File: config.mk
export PLATFORM = sky130hd
export DESIGN_NAME = mem_stage
export DESIGN_NICKNAME = d
export VERILOG_FILES = /design/src/mem_stage_pkg.sv /design/src/fence_tracker.sv /design/src/load_extender.sv /design/src/mem_stage.sv /design/src/store_formatter.sv
export SDC_FILE = /design/constraint.sdc
export NUM_CORES = 1
export LEC_CHECK = 0
export BUFFER_PORTS_ARGS = -buffer_cell sky130_fd_sc_hd__buf_2
export CAP_MARGIN = 10
export CORE_AREA = 2 2 130 132
export DETAILED_ROUTE_END_ITERATION = 6
export DIE_AREA = 0 0 132 134
export PLACE_DENSITY = 0.6
export SYNTH_ARGS = -nofsm -noshare
export SYNTH_HDL_FRONTEND = slang
export SYNTH_SLANG_ARGS = --single-unit
File: constraint.sdc
create_clock -name CLK -period 4.8 [get_ports CLK]
set_clock_uncertainty 0.1 [all_clocks]
set_input_delay 0.48 -clock CLK [delete_from_list [all_inputs] [get_ports CLK]]
set_output_delay 0.48 -clock CLK [all_outputs]
set_load 0.05 [all_outputs]
File: src/mem_stage_pkg.sv
package mem_stage_pkg;

    // Datapath word for both addresses and data
    typedef logic [31:0] word_t;

    // Architectural register index
    typedef logic [4:0] reg_idx_t;

    // One enable per byte lane of the data bus
    typedef logic [3:0] byte_en_t;

    // RISC-V exception code
    typedef logic [3:0] exc_cause_t;

    // Access width and signedness of a load or store
    typedef enum logic [2:0] {
        MW_B,
        MW_H,
        MW_W,
        MW_BU,
        MW_HU,
        MW_NONE
    } mem_width_e;

    // Writeback source select
    typedef enum logic [1:0] {
        W_SEL_DLOAD,
        W_SEL_PC4,
        W_SEL_IMM_U,
        W_SEL_ALU
    } w_sel_e;

    // Exception codes raised by the memory stage
    localparam exc_cause_t EXC_LOAD_MISALIGNED  = 4'd4;
    localparam exc_cause_t EXC_LOAD_FAULT       = 4'd5;
    localparam exc_cause_t EXC_STORE_MISALIGNED = 4'd6;
    localparam exc_cause_t EXC_STORE_FAULT      = 4'd7;

    // Data memory size in 32-bit words
    localparam int DMEM_WORDS = 256;

    // Word address width into the data memory
    localparam int DMEM_AW = $clog2(DMEM_WORDS);

endpackage

File: src/fence_tracker.sv
`timescale 1ns/100ps

module fence_tracker (
    input  logic CLK,
    input  logic nRST,
    input  logic fence_i,
    input  logic iflush_done,
    input  logic dflush_done,
    output logic icache_flush,
    output logic dcache_flush,
    output logic fence_stall
);

    logic fence_reg;
    logic fence_pulse;
    logic iflushed;
    logic dflushed;
    logic iflushed_next;
    logic dflushed_next;

    // First cycle of a new FENCE.I
    assign fence_pulse = fence_i & ~fence_reg;

    // Both caches are flushed together
    assign icache_flush = fence_pulse;
    assign dcache_flush = fence_pulse;

    // Hold until both caches have answered
    assign fence_stall = fence_pulse | (fence_reg & ~(iflushed & dflushed));

    always_comb begin
        iflushed_next = iflushed;
        dflushed_next = dflushed;
        if (fence_pulse) begin
            iflushed_next = 1'b0;
            dflushed_next = 1'b0;
        end
        // Done pulses win over a new request
        if (iflush_done) begin
            iflushed_next = 1'b1;
        end
        if (dflush_done) begin
            dflushed_next = 1'b1;
        end
    end

    // Edge register drops on completion, so back-to-back fences pulse again
    always_ff @(posedge CLK, negedge nRST) begin
        if (!nRST) begin
            fence_reg <= 1'b0;
            iflushed  <= 1'b1;
            dflushed  <= 1'b1;
        end else begin
            fence_reg <= fence_i & fence_stall;
            iflushed  <= iflushed_next;
            dflushed  <= dflushed_next;
        end
    end

endmodule

File: src/load_extender.sv
`timescale 1ns/100ps

module load_extender import mem_stage_pkg::*; (
    input  word_t      rdata,
    input  mem_width_e width,
    input  logic [1:0] addr_low,
    output word_t      ext_data
);

    word_t shifted;
    logic  byte_sign;
    logic  half_sign;

    // Bring the addressed lane down to bit 0
    assign shifted = rdata >> {addr_low, 3'b000};

    assign byte_sign = shifted[7];
    assign half_sign = shifted[15];

    always_comb begin
        case (width)
            MW_B: begin
                ext_data = {{24{byte_sign}}, shifted[7:0]};
            end
            MW_BU: begin
                ext_data = {24'h00_0000, shifted[7:0]};
            end
            MW_H: begin
                ext_data = {{16{half_sign}}, shifted[15:0]};
            end
            MW_HU: begin
                ext_data = {16'h0000, shifted[15:0]};
            end
            MW_W: begin
                ext_data = rdata;
            end
            default: begin
                // Raw word when the access is not a load
                ext_data = rdata;
            end
        endcase
    end

endmodule

File: src/mem_stage.sv
`timescale 1ns/100ps

module mem_stage import mem_stage_pkg::*; (
    input  logic       CLK,
    input  logic       nRST,
    // Execute/memory pipeline register
    input  logic       em_valid,
    output logic       em_ready,
    input  word_t      em_pc4,
    input  word_t      em_imm_u,
    input  word_t      em_alu_out,
    input  word_t      em_rs2_data,
    input  reg_idx_t   em_rd,
    input  logic       em_reg_write,
    input  logic       em_dren,
    input  logic       em_dwen,
    input  mem_width_e em_width,
    input  w_sel_e     em_w_sel,
    input  logic       em_fence_i,
    input  logic       em_halt,
    // Data bus
    output logic       dbus_valid,
    output logic       dbus_wen,
    output word_t      dbus_addr,
    output byte_en_t   dbus_byte_en,
    output word_t      dbus_wdata,
    input  logic       dbus_ready,
    input  word_t      dbus_rdata,
    input  logic       dbus_error,
    // Cache control
    output logic       icache_flush,
    output logic       dcache_flush,
    input  logic       iflush_done,
    input  logic       dflush_done,
    // Results
    output logic       wb_valid,
    output reg_idx_t   wb_rd,
    output word_t      wb_data,
    output logic       exc_valid,
    output exc_cause_t exc_cause,
    output word_t      exc_badaddr,
    output logic       halt
);

    logic  mem_op;
    logic  misaligned;
    logic  bus_done;
    logic  fence_stall;
    logic  retire;
    logic  exc_any;
    word_t dload_ext;

    store_formatter u_store_formatter (
        .width      (em_width),
        .addr_low   (em_alu_out[1:0]),
        .rs2_data   (em_rs2_data),
        .byte_en    (dbus_byte_en),
        .wdata      (dbus_wdata),
        .misaligned (misaligned)
    );

    load_extender u_load_extender (
        .rdata    (dbus_rdata),
        .width    (em_width),
        .addr_low (em_alu_out[1:0]),
        .ext_data (dload_ext)
    );

    fence_tracker u_fence_tracker (
        .CLK          (CLK),
        .nRST         (nRST),
        .fence_i      (em_valid & em_fence_i),
        .iflush_done  (iflush_done),
        .dflush_done  (dflush_done),
        .icache_flush (icache_flush),
        .dcache_flush (dcache_flush),
        .fence_stall  (fence_stall)
    );

    assign mem_op = em_valid & (em_dren | em_dwen);

    // Misaligned accesses never reach the bus
    assign dbus_valid = mem_op & ~misaligned;
    assign dbus_wen   = em_dwen;
    assign dbus_addr  = em_alu_out;
    assign bus_done   = dbus_valid & dbus_ready;

    // Stall on an outstanding bus transfer or an unfinished fence
    assign em_ready = ~(dbus_valid & ~dbus_ready) & ~fence_stall;
    assign retire   = em_valid & em_ready;

    // Misalignment takes priority over a bus error
    always_comb begin
        exc_any   = 1'b1;
        exc_cause = '0;
        if (em_dren & misaligned) begin
            exc_cause = EXC_LOAD_MISALIGNED;
        end else if (em_dwen & misaligned) begin
            exc_cause = EXC_STORE_MISALIGNED;
        end else if (em_dren & bus_done & dbus_error) begin
            exc_cause = EXC_LOAD_FAULT;
        end else if (em_dwen & bus_done & dbus_error) begin
            exc_cause = EXC_STORE_FAULT;
        end else begin
            exc_any = 1'b0;
        end
    end

    assign exc_valid   = retire & mem_op & exc_any;
    assign exc_badaddr = em_alu_out;

    // Faulting instructions do not write the register file
    assign wb_valid = retire & em_reg_write & ~(mem_op & exc_any);
    assign wb_rd    = em_rd;

    always_comb begin
        case (em_w_sel)
            W_SEL_DLOAD: wb_data = dload_ext;
            W_SEL_PC4:   wb_data = em_pc4;
            W_SEL_IMM_U: wb_data = em_imm_u;
            W_SEL_ALU:   wb_data = em_alu_out;
            default:     wb_data = em_alu_out;
        endcase
    end

    assign halt = em_halt;

endmodule

File: src/store_formatter.sv
`timescale 1ns/100ps

module store_formatter import mem_stage_pkg::*; (
    input  mem_width_e width,
    input  logic [1:0] addr_low,
    input  word_t      rs2_data,
    output byte_en_t   byte_en,
    output word_t      wdata,
    output logic       misaligned
);

    // Lane selection from access size and byte offset
    always_comb begin
        case (width)
            MW_B, MW_BU: begin
                byte_en = byte_en_t'(4'b0001 << addr_low);
            end
            MW_H, MW_HU: begin
                byte_en = addr_low[1] ? 4'b1100 : 4'b0011;
            end
            MW_W: begin
                byte_en = 4'b1111;
            end
            default: begin
                byte_en = 4'b0000;
            end
        endcase
    end

    // Replicate the store operand so any enabled lane sees it
    always_comb begin
        case (width)
            MW_B, MW_BU: wdata = {4{rs2_data[7:0]}};
            MW_H, MW_HU: wdata = {2{rs2_data[15:0]}};
            default:     wdata = rs2_data;
        endcase
    end

    // Halfwords need even addresses, words need a zero offset
    always_comb begin
        case (width)
            MW_H, MW_HU: misaligned = addr_low[0];
            MW_W:        misaligned = (addr_low != 2'b00);
            default:     misaligned = 1'b0;
        endcase
    end

endmodule

---- Yosys cells after proc, flatten, opt, wreduce, memory -nomap -nowiden ----
Cells that the tools add are included.
storage, ports and cells
  bits in registers ....................... 3
  input bits .............................. 182
cells by class
  equality and inequality tests ........... 7
  shifts and indexed selects .............. 2
  muxes and demuxes ....................... 17
  bitwise logic cells ..................... 31
  reduce and logical (&&, ||, !) cells .... 7
operator list
  kind                                                                   number
  32-bit one-hot mux with 4 select lines                                 2
  32-bit one-hot mux with 2 select lines                                 1
  32-bit by 5-bit right shift with 16-bit output                         1
  1-bit bitwise AND                                                      22
  3-bit two-way mux                                                      4
  4-bit one-hot mux with 3 select lines                                  1
  1-bit two-way mux                                                      7
  1-bit inverter                                                         7
  3-bit by 2-bit equality test with 1-bit output, second input constant  2
  2-bit nonzero test                                                     3
  2-bit equality test, second input constant                             2
  4-bit two-way mux                                                      1
  2-bit OR reduction                                                     2
  1-bit by 2-bit left shift with 4-bit output, first input constant      1
  3-bit by 1-bit equality test with 1-bit output, second input constant  1
  3-bit equality test, second input constant                             1
  3-bit logical NOT                                                      1
  2-bit by 1-bit equality test with 1-bit output, second input constant  1
  2-bit logical NOT                                                      1
  1-bit OR                                                               2
  1-bit one-hot mux with 2 select lines                                  1

---- Depth between registers and ports, before layout ----
Gate-level depths: netlist of the first run.
  word-level depth ........................ 15
  gate-level depth with buffers ........... 7

---- By module ----
From an unflattened synthesis of the first run, not the netlist that was laid out.
unflattened totals
  cells, all modules ...................... 395
  area total of the unflattened synthesis .. 3306.9 um^2
modules (own cells, without submodules)
  module           times used  cells each  area an instance (um^2)
  mem_stage        1           128         1451.4
  load_extender    1           171         1017.2
  store_formatter  1           85          700.7
  fence_tracker    1           11          137.6

---- Worst setup path before layout of the first run ----
Ideal clock, no wire load.
  kind .................................... input-to-output
  from .................................... in em_width[1]
  to ...................................... out wb_valid
  arrival ................................. 2754 ps
  slack ................................... 1466 ps
  stages on the path ...................... 4
  cells stage by stage .................... buf_2 nor4bb_1 a2111oi_0 nor4_1
between the ends
  cells in the longest elaborated chain, start to end .. 15
  elaborated cells on any way between the ends .. 26
  those cells by class .................... eq/ne (3); mux (5); bitwise (17); reduce/logical (1)
ends and longest elaborated chain
  element                                                                                line                   RTL
  start: declaration                                                                     mem_stage.sv:17        input mem_width_e em_width,
  3-bit by 1-bit equality test with 1-bit output or 3-bit equality test (tied branches)  store_formatter.sv:41  case (width)
  2-bit OR reduction                                                                     store_formatter.sv:41
  1-bit one-hot mux with 2 select lines (*)                                              store_formatter.sv:41
  1-bit inverter                                                                         mem_stage.sv:83        assign dbus_valid = mem_op & ~misaligned;
  1-bit bitwise AND                                                                      mem_stage.sv:83
  1-bit bitwise AND                                                                      mem_stage.sv:86        assign bus_done = dbus_valid & dbus_ready;
  1-bit bitwise AND (2 in series)                                                        mem_stage.sv:102       end else if (em_dwen & bus_done & dbus_error) begin
  1-bit two-way mux                                                                      mem_stage.sv:102
  1-bit two-way mux                                                                      mem_stage.sv:100       end else if (em_dren & bus_done & dbus_error) begin
  1-bit two-way mux                                                                      mem_stage.sv:98        end else if (em_dwen & misaligned) begin
  1-bit two-way mux                                                                      mem_stage.sv:96        if (em_dren & misaligned) begin
  1-bit bitwise AND                                                                      mem_stage.sv:113       assign wb_valid = retire & em_reg_write & ~(mem_op & exc_any);
  1-bit inverter                                                                         mem_stage.sv:113
  1-bit bitwise AND (*)                                                                  mem_stage.sv:113
  end: declaration                                                                       mem_stage.sv:36        output logic wb_valid,
Every way passes the cells marked *; elsewhere a longest branch is shown, timed or not.

---- Worst setup path in the final report of the first run ----
  from .................................... in em_width[0]
  to ...................................... out wb_data[4]
between the ends
  cells in the longest elaborated chain, start to end .. 3
  elaborated cells on any way between the ends .. 6
  those cells by class .................... eq/ne (3); mux (2); reduce/logical (1)
ends and longest elaborated chain
  element                                      line                 RTL
  3-bit equality test (tied with other cells)  load_extender.sv:21  case (width)
  32-bit one-hot mux with 4 select lines (*)   load_extender.sv:21
  32-bit one-hot mux with 4 select lines (*)   mem_stage.sv:117     case (em_w_sel)
  end: declaration                             mem_stage.sv:38      output word_t wb_data,
Marked as above.

==> results of run 1 <==
-- placed cells by master, fill, tap and decap left out, drive strengths merged --
cell type    instances
a22o                 8
o21ai               47
mux2i               51
mux2                17
nand2b               3
xnor2                1
a2111oi              1
o21bai               1
dfstp                2
conb                 1
a221oi               7
or3                  8
dlygate4sd3          1
a22oi                8
o22ai                8
a31oi                3
nor3                 1
mux4                 2
or2                  3
a31o                 1
a21o                 3
clkinv               2
nand2               66
xor2                 1
inv                  2
nor2b                4
nor3b                1
o21a                 1
buf                320
nor4bb               1
or3b                 1
a211oi               7
o2bb2ai             15
nor4                 1
nand3                1
nor2                16
a21oi               38
dfrtp                1
clkbuf               4
-- critical path: stages --
cell,delay (ns)
buf_2,0.37
mux2i_2,0.78
o21ai_1,0.38
a221oi_1,0.43
a211oi_1,0.09
buf_2,0.23
-- report_power, final --
group	switching, W	leakage, nW	internal (W)
Combinational	0.000541	2.17	0.000200
Clock	0.0000229	0.0382	0.000110
Sequential	0.00000123	0.0341	0.0000280
Total	0.000565	2.25	0.000338
-- synthesized netlist by cell type, types with 2 or more instances --
cell	count	area (um^2)
a221oi_1	7	61.31
clkbuf_1	16	60.06
buf_1	5	18.77
clkinv_1	2	7.510
nor2b_1	4	25.02
mux2i_1	51	510.5
a21oi_2	10	87.58
or3_1	8	50.05
nand2_1	66	247.7
nand2b_1	3	18.77
a21o_1	3	22.52
a21oi_1	28	140.1
buf_4	82	615.6
buf_2	10	50.05
buf_6	2	22.52
nor2_1	16	60.06
a22o_1	8	70.07
dfstp_2	2	52.55
a22oi_1	8	60.06
o21ai_0	46	230.2
a31oi_1	3	18.77
mux4_2	2	45.04
inv_1	2	7.510
mux2_2	17	191.4
a211oi_1	7	52.55
or2_2	3	18.77
o2bb2ai_1	15	131.4
o22ai_1	8	50.05
-- per-stage QoR --
stage / instances / area, um^2 / setup slack (ns) / power (W) / hold slack, ns
5_1_grt: 879 / 4264 / 1.173 / 0.0009514 / 0.3510
4_1_cts: 879 / 4264 / 1.446 / 0.0009120 / 0.3369
2_1_floorplan: 449 / 3054 / 1.466 / 0.0006066 / 0.08441
6_report: 879 / 4264 / 1.439 / 0.0009027 / 0.3375
3_3_place_gp: 874 / 4175 / 1.536 / 0.0007725 / 0.1786
3_5_place_dp: 874 / 4175 / 1.459 / 0.0007750 / 0.1786
-- worst paths after layout --
kind	start	endpoint	slack, ns	cells past startpoint
worst max-delay path	em_width[0]	wb_data[4]	1.44	6
worst min-delay path	iflush_done	u_fence_tracker.iflushed$_DFFE_PN1P_	0.34	2
worst max register to register	u_fence_tracker.fence_reg$_DFF_PN0_	u_fence_tracker.dflushed$_DFFE_PN1P_	3.72	2
worst min register to register	u_fence_tracker.fence_reg$_DFF_PN0_	u_fence_tracker.fence_reg$_DFF_PN0_	0.39	1
max in group asynchronous	nRST	u_fence_tracker.iflushed$_DFFE_PN1P_	3.91	2
min in group asynchronous	nRST	u_fence_tracker.fence_reg$_DFF_PN0_	0.49	2
-- routing by layer --
metal / vias to the layer above / wire length (um)
li1: 1963 / -
met1: 1832 / 6281
met2: 203 / 7954
met3: 4 / 1149
met4: 2 / 17
met5: - / 13
-- cell type report --
type	count	area [um^2]	area share, %
well taps	220	275.3	6.455
repair buffers	321	1619	37.97
inverters	4	15.01	0.3521
flip-flops and latches	3	77.57	1.819
clock buffers	4	78.83	1.849
multi-input cells	327	2198	51.56
-- logic make-up after synthesis --
logic type	share of synthesized area, %
AOI/OAI and AO/OA	31.54
buffers and inverters	25.60
and+or+nand+nor	15.16
muxes	24.46
DFF	2.540
xor gates and xnor gates	0.5736
other	0.1228
==> metrics.json, run 1 <==
{
  "hpwl_um": 12970,
  "grt_util_met3_pct": 2.948,
  "timing.fmax_mhz": 297.5,
  "placement_rows": 47,
  "final.period_utilization_pct": 70.02,
  "initial_utilization_pct": 18.75,
  "drt_first_iter_violations": 155,
  "setup_violations": 0,
  "critPathRequiredTime_ns": 4.22,
  "cts.htree.levels": 1,
  "yosys_most_used_dff": "dfstp_2",
  "die_height_um": 134,
  "remaining_antenna_violation_count_after_routing": 0,
  "finalHoldViolCount": 0,
  "routedWlPerCell_um": 17.54,
  "io-pin-count": 331,
  "avgViaCountPerCell": 4.555,
  "outcome": "finished, final reports clean",
  "drt-total-wl_um": 15420,
  "path_class": "primary input to output pin",
  "ir_worst_vdd_mv": 0.2385,
  "global_route_wire_length_before_repair_um": 22270,
  "tritoncts": "built",
  "number_of_detailed_routing_iterations_run_before_antenna_repair": 4,
  "yosysSeqAreaShare_pct": 2.540,
  "overflow": 0,
  "syn-cell-area_um2": 3054,
  "critPathArrivalTime_ns": 2.78,
  "grt.met2_usage_pct": 30.87,
  "postSynthRegisterBits": 3,
  "count_of_buffers_added_by_post_cts_timing_repair_for_setup": 0,
  "worst_skew_pair.late_latency_ns": 0.22,
  "grt_setup_unrepaired": "false",
  "num_antenna_cells": 0,
  "post_route_cells_drive_above_1_share_pct": 54.78,
  "post_cts_hold_buffers": 1,
  "clkSlewWorstSetupHoldPaths_ns": 0.03,
  "timing.critical_path.fanout_max": 25,
  "max_cap_violations": 0,
  "clock_sink_count": 3,
  "finalWorstPathRequiredPeriod_ns": 3.361,
  "ys_async_sr_fraction_pct": 100.0,
  "flow.area_growth_from_synthesis_pct": 39.61,
  "crit_path_start_kind": "primary input",
  "core-area_um2": 16290,
  "cts_resized": 0,
  "antenna_found_initial": 1,
  "setup_total_negative_slack_ns": 0,
  "nets": 842,
  "dieArea_um2": 17690,
  "cts_buffers": 3,
  "synth.lib_cells_used.distinct": 43,
  "synth-edff-count": 0,
  "globalRoute.busiestLayer": "met2",
  "synthesis.instances": 449,
  "max_slew.worst_pin.slew_ns": 0.8440,
  "io_buffers": 317,
  "vias_in_the_first_global_route": 3768,
  "fillerInstances": 1856,
  "groute.usage.overall_pct": 16.01,
  "gp_routability_congestion": 0.7468,
  "drc": 0,
  "crit_path_capture_type": "output pin",
  "final_max_slew_viol_count": 0,
  "cts_buffer_depth": 2,
  "synth.yosys.warnings": 0,
  "post_synth.cell_area_avg_um2": 6.802,
  "finalCoreUtilization_pct": 26.18,
  "power.density_nw_per_um2": 211.7,
  "hp-class": "primary input to register",
  "root_buffer": "clkbuf_16",
  "detailroute.via_count": 4004,
  "fp.dieW_um": 132,
  "syn_nets": 631,
  "p_leak_nw": 2.246,
  "slew_headroom_pct": 42.62,
  "gr-usage-met1_pct": 19.15,
  "grt_max_degree": 32
}
Note: power is estimated with default switching activity, not from simulation.
==> run 2, diff against run 1 <==
--- a/config.mk
+++ b/config.mk
@@ -7,10 +7,10 @@
 export LEC_CHECK = 0
 export BUFFER_PORTS_ARGS = -buffer_cell sky130_fd_sc_hd__buf_2
 export CAP_MARGIN = 10
-export CORE_AREA = 2 2 130 132
+export CORE_AREA = 2 2 129 131
 export DETAILED_ROUTE_END_ITERATION = 6
-export DIE_AREA = 0 0 132 134
-export PLACE_DENSITY = 0.6
+export DIE_AREA = 0 0 131 133
+export PLACE_DENSITY = 0.62
 export SYNTH_ARGS = -nofsm -noshare
 export SYNTH_HDL_FRONTEND = slang
 export SYNTH_SLANG_ARGS = --single-unit
==> constraint.sdc (replaced) <==
create_clock -name CLK -period 2.9 [get_ports CLK]
set_clock_uncertainty 0.1 [all_clocks]
set_input_delay 0.29 -clock CLK [delete_from_list [all_inputs] [get_ports CLK]]
set_output_delay 0.29 -clock CLK [all_outputs]
set_load 0.05 [all_outputs]
==> run 2 against run 1 <==
Against the previous run:
- wire length grew 1.7%
- total power grew 69%
- clock power grew 63%
- sequential share of layout area shrank 0.067 points
- critical path type unchanged
- largest power group unchanged
==> metrics.json, run 2 (synthesis gave the netlist of run 1 again) <==
{
  "initial_utilization": {"value": 18.89, "unit": "%", "change": "+0.14 points"},
  "clock_sink_count": {"value": 3, "change": "unchanged"},
  "gp_routability_congestion": {"value": 0.7776, "change": "+4.1%"},
  "grt_setup_unrepaired": "false",
  "remaining_antenna_violation_count_after_routing": {"value": 0, "change": "unchanged"},
  "grt_util_met3": {"value": 3.518, "unit": "%", "change": "+0.57 points"},
  "max_slew.worst_pin.slew": {"value": 0.6759, "unit": "ns", "change": "-0.1680 ns"},
  "cts_buffer_depth": {"value": 2, "change": "unchanged"},
  "tritoncts": "built",
  "dieArea": {"value": 17420, "unit": "um^2", "change": "-1.5%"},
  "globalRoute.busiestLayer": "met2",
  "setup_total_negative_slack": {"value": 0, "unit": "ns", "change": "unchanged"},
  "crit_path_capture_type": "output pin",
  "fp.dieW": {"value": 131, "unit": "um", "change": "-0.76%"},
  "finalWorstPathRequiredPeriod_ns": 2.483,
  "power.density": {"value": 344.1, "unit": "nW/um^2", "change": "+63%"},
  "antenna_found_initial": {"value": 4, "change": "+3"},
  "fin_worst_hold_slack": {"value": 0.1671, "unit": "ns", "change": "-0.1704 ns"},
  "timing.critical_path.fanout_max": {"value": 19, "change": "-24%"},
  "groute.usage.overall": {"value": 16.43, "unit": "%", "change": "+0.42 points"},
  "worst_skew_pair.late_latency": {"value": 0.22, "unit": "ns", "change": "about the same"},
  "finalHoldViolCount": {"value": 0, "change": "unchanged"},
  "drt-total-wl": {"value": 15670, "unit": "um", "change": "+1.7%"},
  "routedWlPerCell": {"value": 17.45, "unit": "um", "change": "-0.49%"},
  "mostFrequentLayoutCell": "buf_2",
  "slew_headroom": {"value": 54.77, "unit": "%", "change": "+12 points"},
  "post_route_cells_drive_above_1_share": {"value": 56.07, "unit": "%", "change": "+1.3 points"},
  "finalCoreUtilization": {"value": 27.37, "unit": "%", "change": "+1.2 points"},
  "nets": {"value": 859, "change": "+2.0%"},
  "io_buffers": {"value": 317, "change": "unchanged"},
  "most-common-layout-cells": "buf_2 (316), nand2_1 (66), mux2i_1 (50)",
  "core-area": {"value": 16170, "unit": "um^2", "change": "-0.72%"},
  "global_route_wire_length_before_repair": {"value": 22010, "unit": "um", "change": "-1.2%"},
  "critPathRequiredTime": {"value": 2.51, "unit": "ns", "change": "-1.71 ns"},
  "outcome": "finished, final reports clean",
  "grt_max_degree": {"value": 36, "change": "+13%"},
  "ir_worst_vdd": {"value": 0.2862, "unit": "mV", "change": "+20%"},
  "drc": {"value": 0, "change": "unchanged"},
  "detailroute.via_count": {"value": 4099, "change": "+2.4%"},
  "hpwl": {"value": 13320, "unit": "um", "change": "+2.7%"},
  "placement_rows": {"value": 47, "change": "unchanged"},
  "regArea": {"value": 77.57, "unit": "um^2", "change": "unchanged"},
  "timing.fmax_mhz": 402.7,
  "path_class": "primary input to output pin",
  "p_total": {"value": 0.001523, "unit": "W", "change": "+69%"},
  "crit_path_start_kind": "primary input",
  "vias_in_the_first_global_route": {"value": 3833, "change": "+1.7%"},
  "final_max_slew_viol_count": {"value": 0, "change": "unchanged"},
  "max_cap_violations": {"value": 0, "change": "unchanged"},
  "clkSlewWorstSetupHoldPaths": {"value": 0.03, "unit": "ns", "change": "about the same"},
  "critPathArrivalTime": {"value": 2.09, "unit": "ns", "change": "-0.69 ns"},
  "io-pin-count": {"value": 331, "change": "unchanged"},
  "grt.met2_usage": {"value": 31.69, "unit": "%", "change": "+0.82 points"},
  "overflow": {"value": 0, "change": "unchanged"},
  "multi_input_comb_area": {"value": 2213, "unit": "um^2", "change": "+0.68%"},
  "p_leak": {"value": 2.337, "unit": "nW", "change": "+4.0%"},
  "hp-class": "primary input to register",
  "cts_resized": {"value": 0, "change": "unchanged"},
  "avgViaCountPerCell": {"value": 4.565, "change": "+0.21%"},
  "die_height": {"value": 133, "unit": "um", "change": "-0.75%"},
  "number_of_detailed_routing_iterations_run_before_antenna_repair": {"value": 4, "change": "unchanged"},
  "drt_first_iter_violations": {"value": 127, "change": "-18%"},
  "root_buffer": "clkbuf_16",
  "cts_buffers": {"value": 3, "change": "unchanged"},
  "gr-usage-met1": {"value": 18.55, "unit": "%", "change": "-0.60 points"},
  "setup_violations": {"value": 0, "change": "unchanged"},
  "final.period_utilization_pct": 85.63,
  "flow.area_growth_from_synthesis_pct": 44.94,
  "fillerInstances": {"value": 1813, "change": "-2.3%"},
  "cts.htree.levels": {"value": 1, "change": "unchanged"}
}
==> run 2: path summary, 6_finish.rpt <==
path | cells past startpoint | slack (ns) | to | from
max in group asynchronous | 2 | 2.20 | u_fence_tracker.dflushed$_DFFE_PN1P_ | nRST
min | 2 | 0.17 | u_fence_tracker.iflushed$_DFFE_PN1P_ | iflush_done
max | 6 | 0.42 | wb_data[8] | em_width[2]
max reg2reg | 2 | 1.82 | u_fence_tracker.iflushed$_DFFE_PN1P_ | u_fence_tracker.fence_reg$_DFF_PN0_
min in group asynchronous | 2 | 0.31 | u_fence_tracker.fence_reg$_DFF_PN0_ | nRST
min reg2reg | 1 | 0.39 | u_fence_tracker.fence_reg$_DFF_PN0_ | u_fence_tracker.fence_reg$_DFF_PN0_
==> run 2: critical path: stages <==
cell and delay (ns):
buf_2 0.36, mux2_2 0.48, a21o_1 0.28, a21oi_1 0.07, o21ai_0 0.41, buf_12 0.20
==> run 2: metrics by stage <==
stage | std cells | cell area [um^2] | setup WS [ns]
finish | 898 | 4427 | 0.4166
global placement | 891 | 4333 | 0.4374
floorplan | 449 | 3060 | 0.1080
detailed placement | 891 | 4333 | 0.3870
CTS | 896 | 4422 | 0.3891
global route | 897 | 4424 | 0.2891
==> run 2: layout make-up <==
cell class,count,share of cell area [%]
clock buffers,4,1.781
inverters,4,0.3392
repair buffers,338,39.80
multi-input cells,327,50.00
well taps,220,6.218
flip-flops and latches,3,1.752
diodes,2,0.1131
==> run 2: timing repair <==
action                    in CTS  in global routing
hold endpoints to repair       3                  0
hold buffers                   1                  0
setup buffers                  0                  0
==> run 2: report_power, final <==
part / switching (W) / total (W) / internal (W)
clock: 0.0000353 / 0.000217 / 0.000181
combinational: 0.000904 / 0.00126 / 0.000354
sequential: 0.00000218 / 0.0000485 / 0.0000464
total: 0.000942 / 0.00152 / 0.000581
==> run 2: per-layer routing <==
metal | up-vias | wire length (um)
li1 | 2001 | -
met4 | 2 | 185
met2 | 201 | 8135
met1 | 1883 | 5992
met5 | - | 13
met3 | 12 | 1345
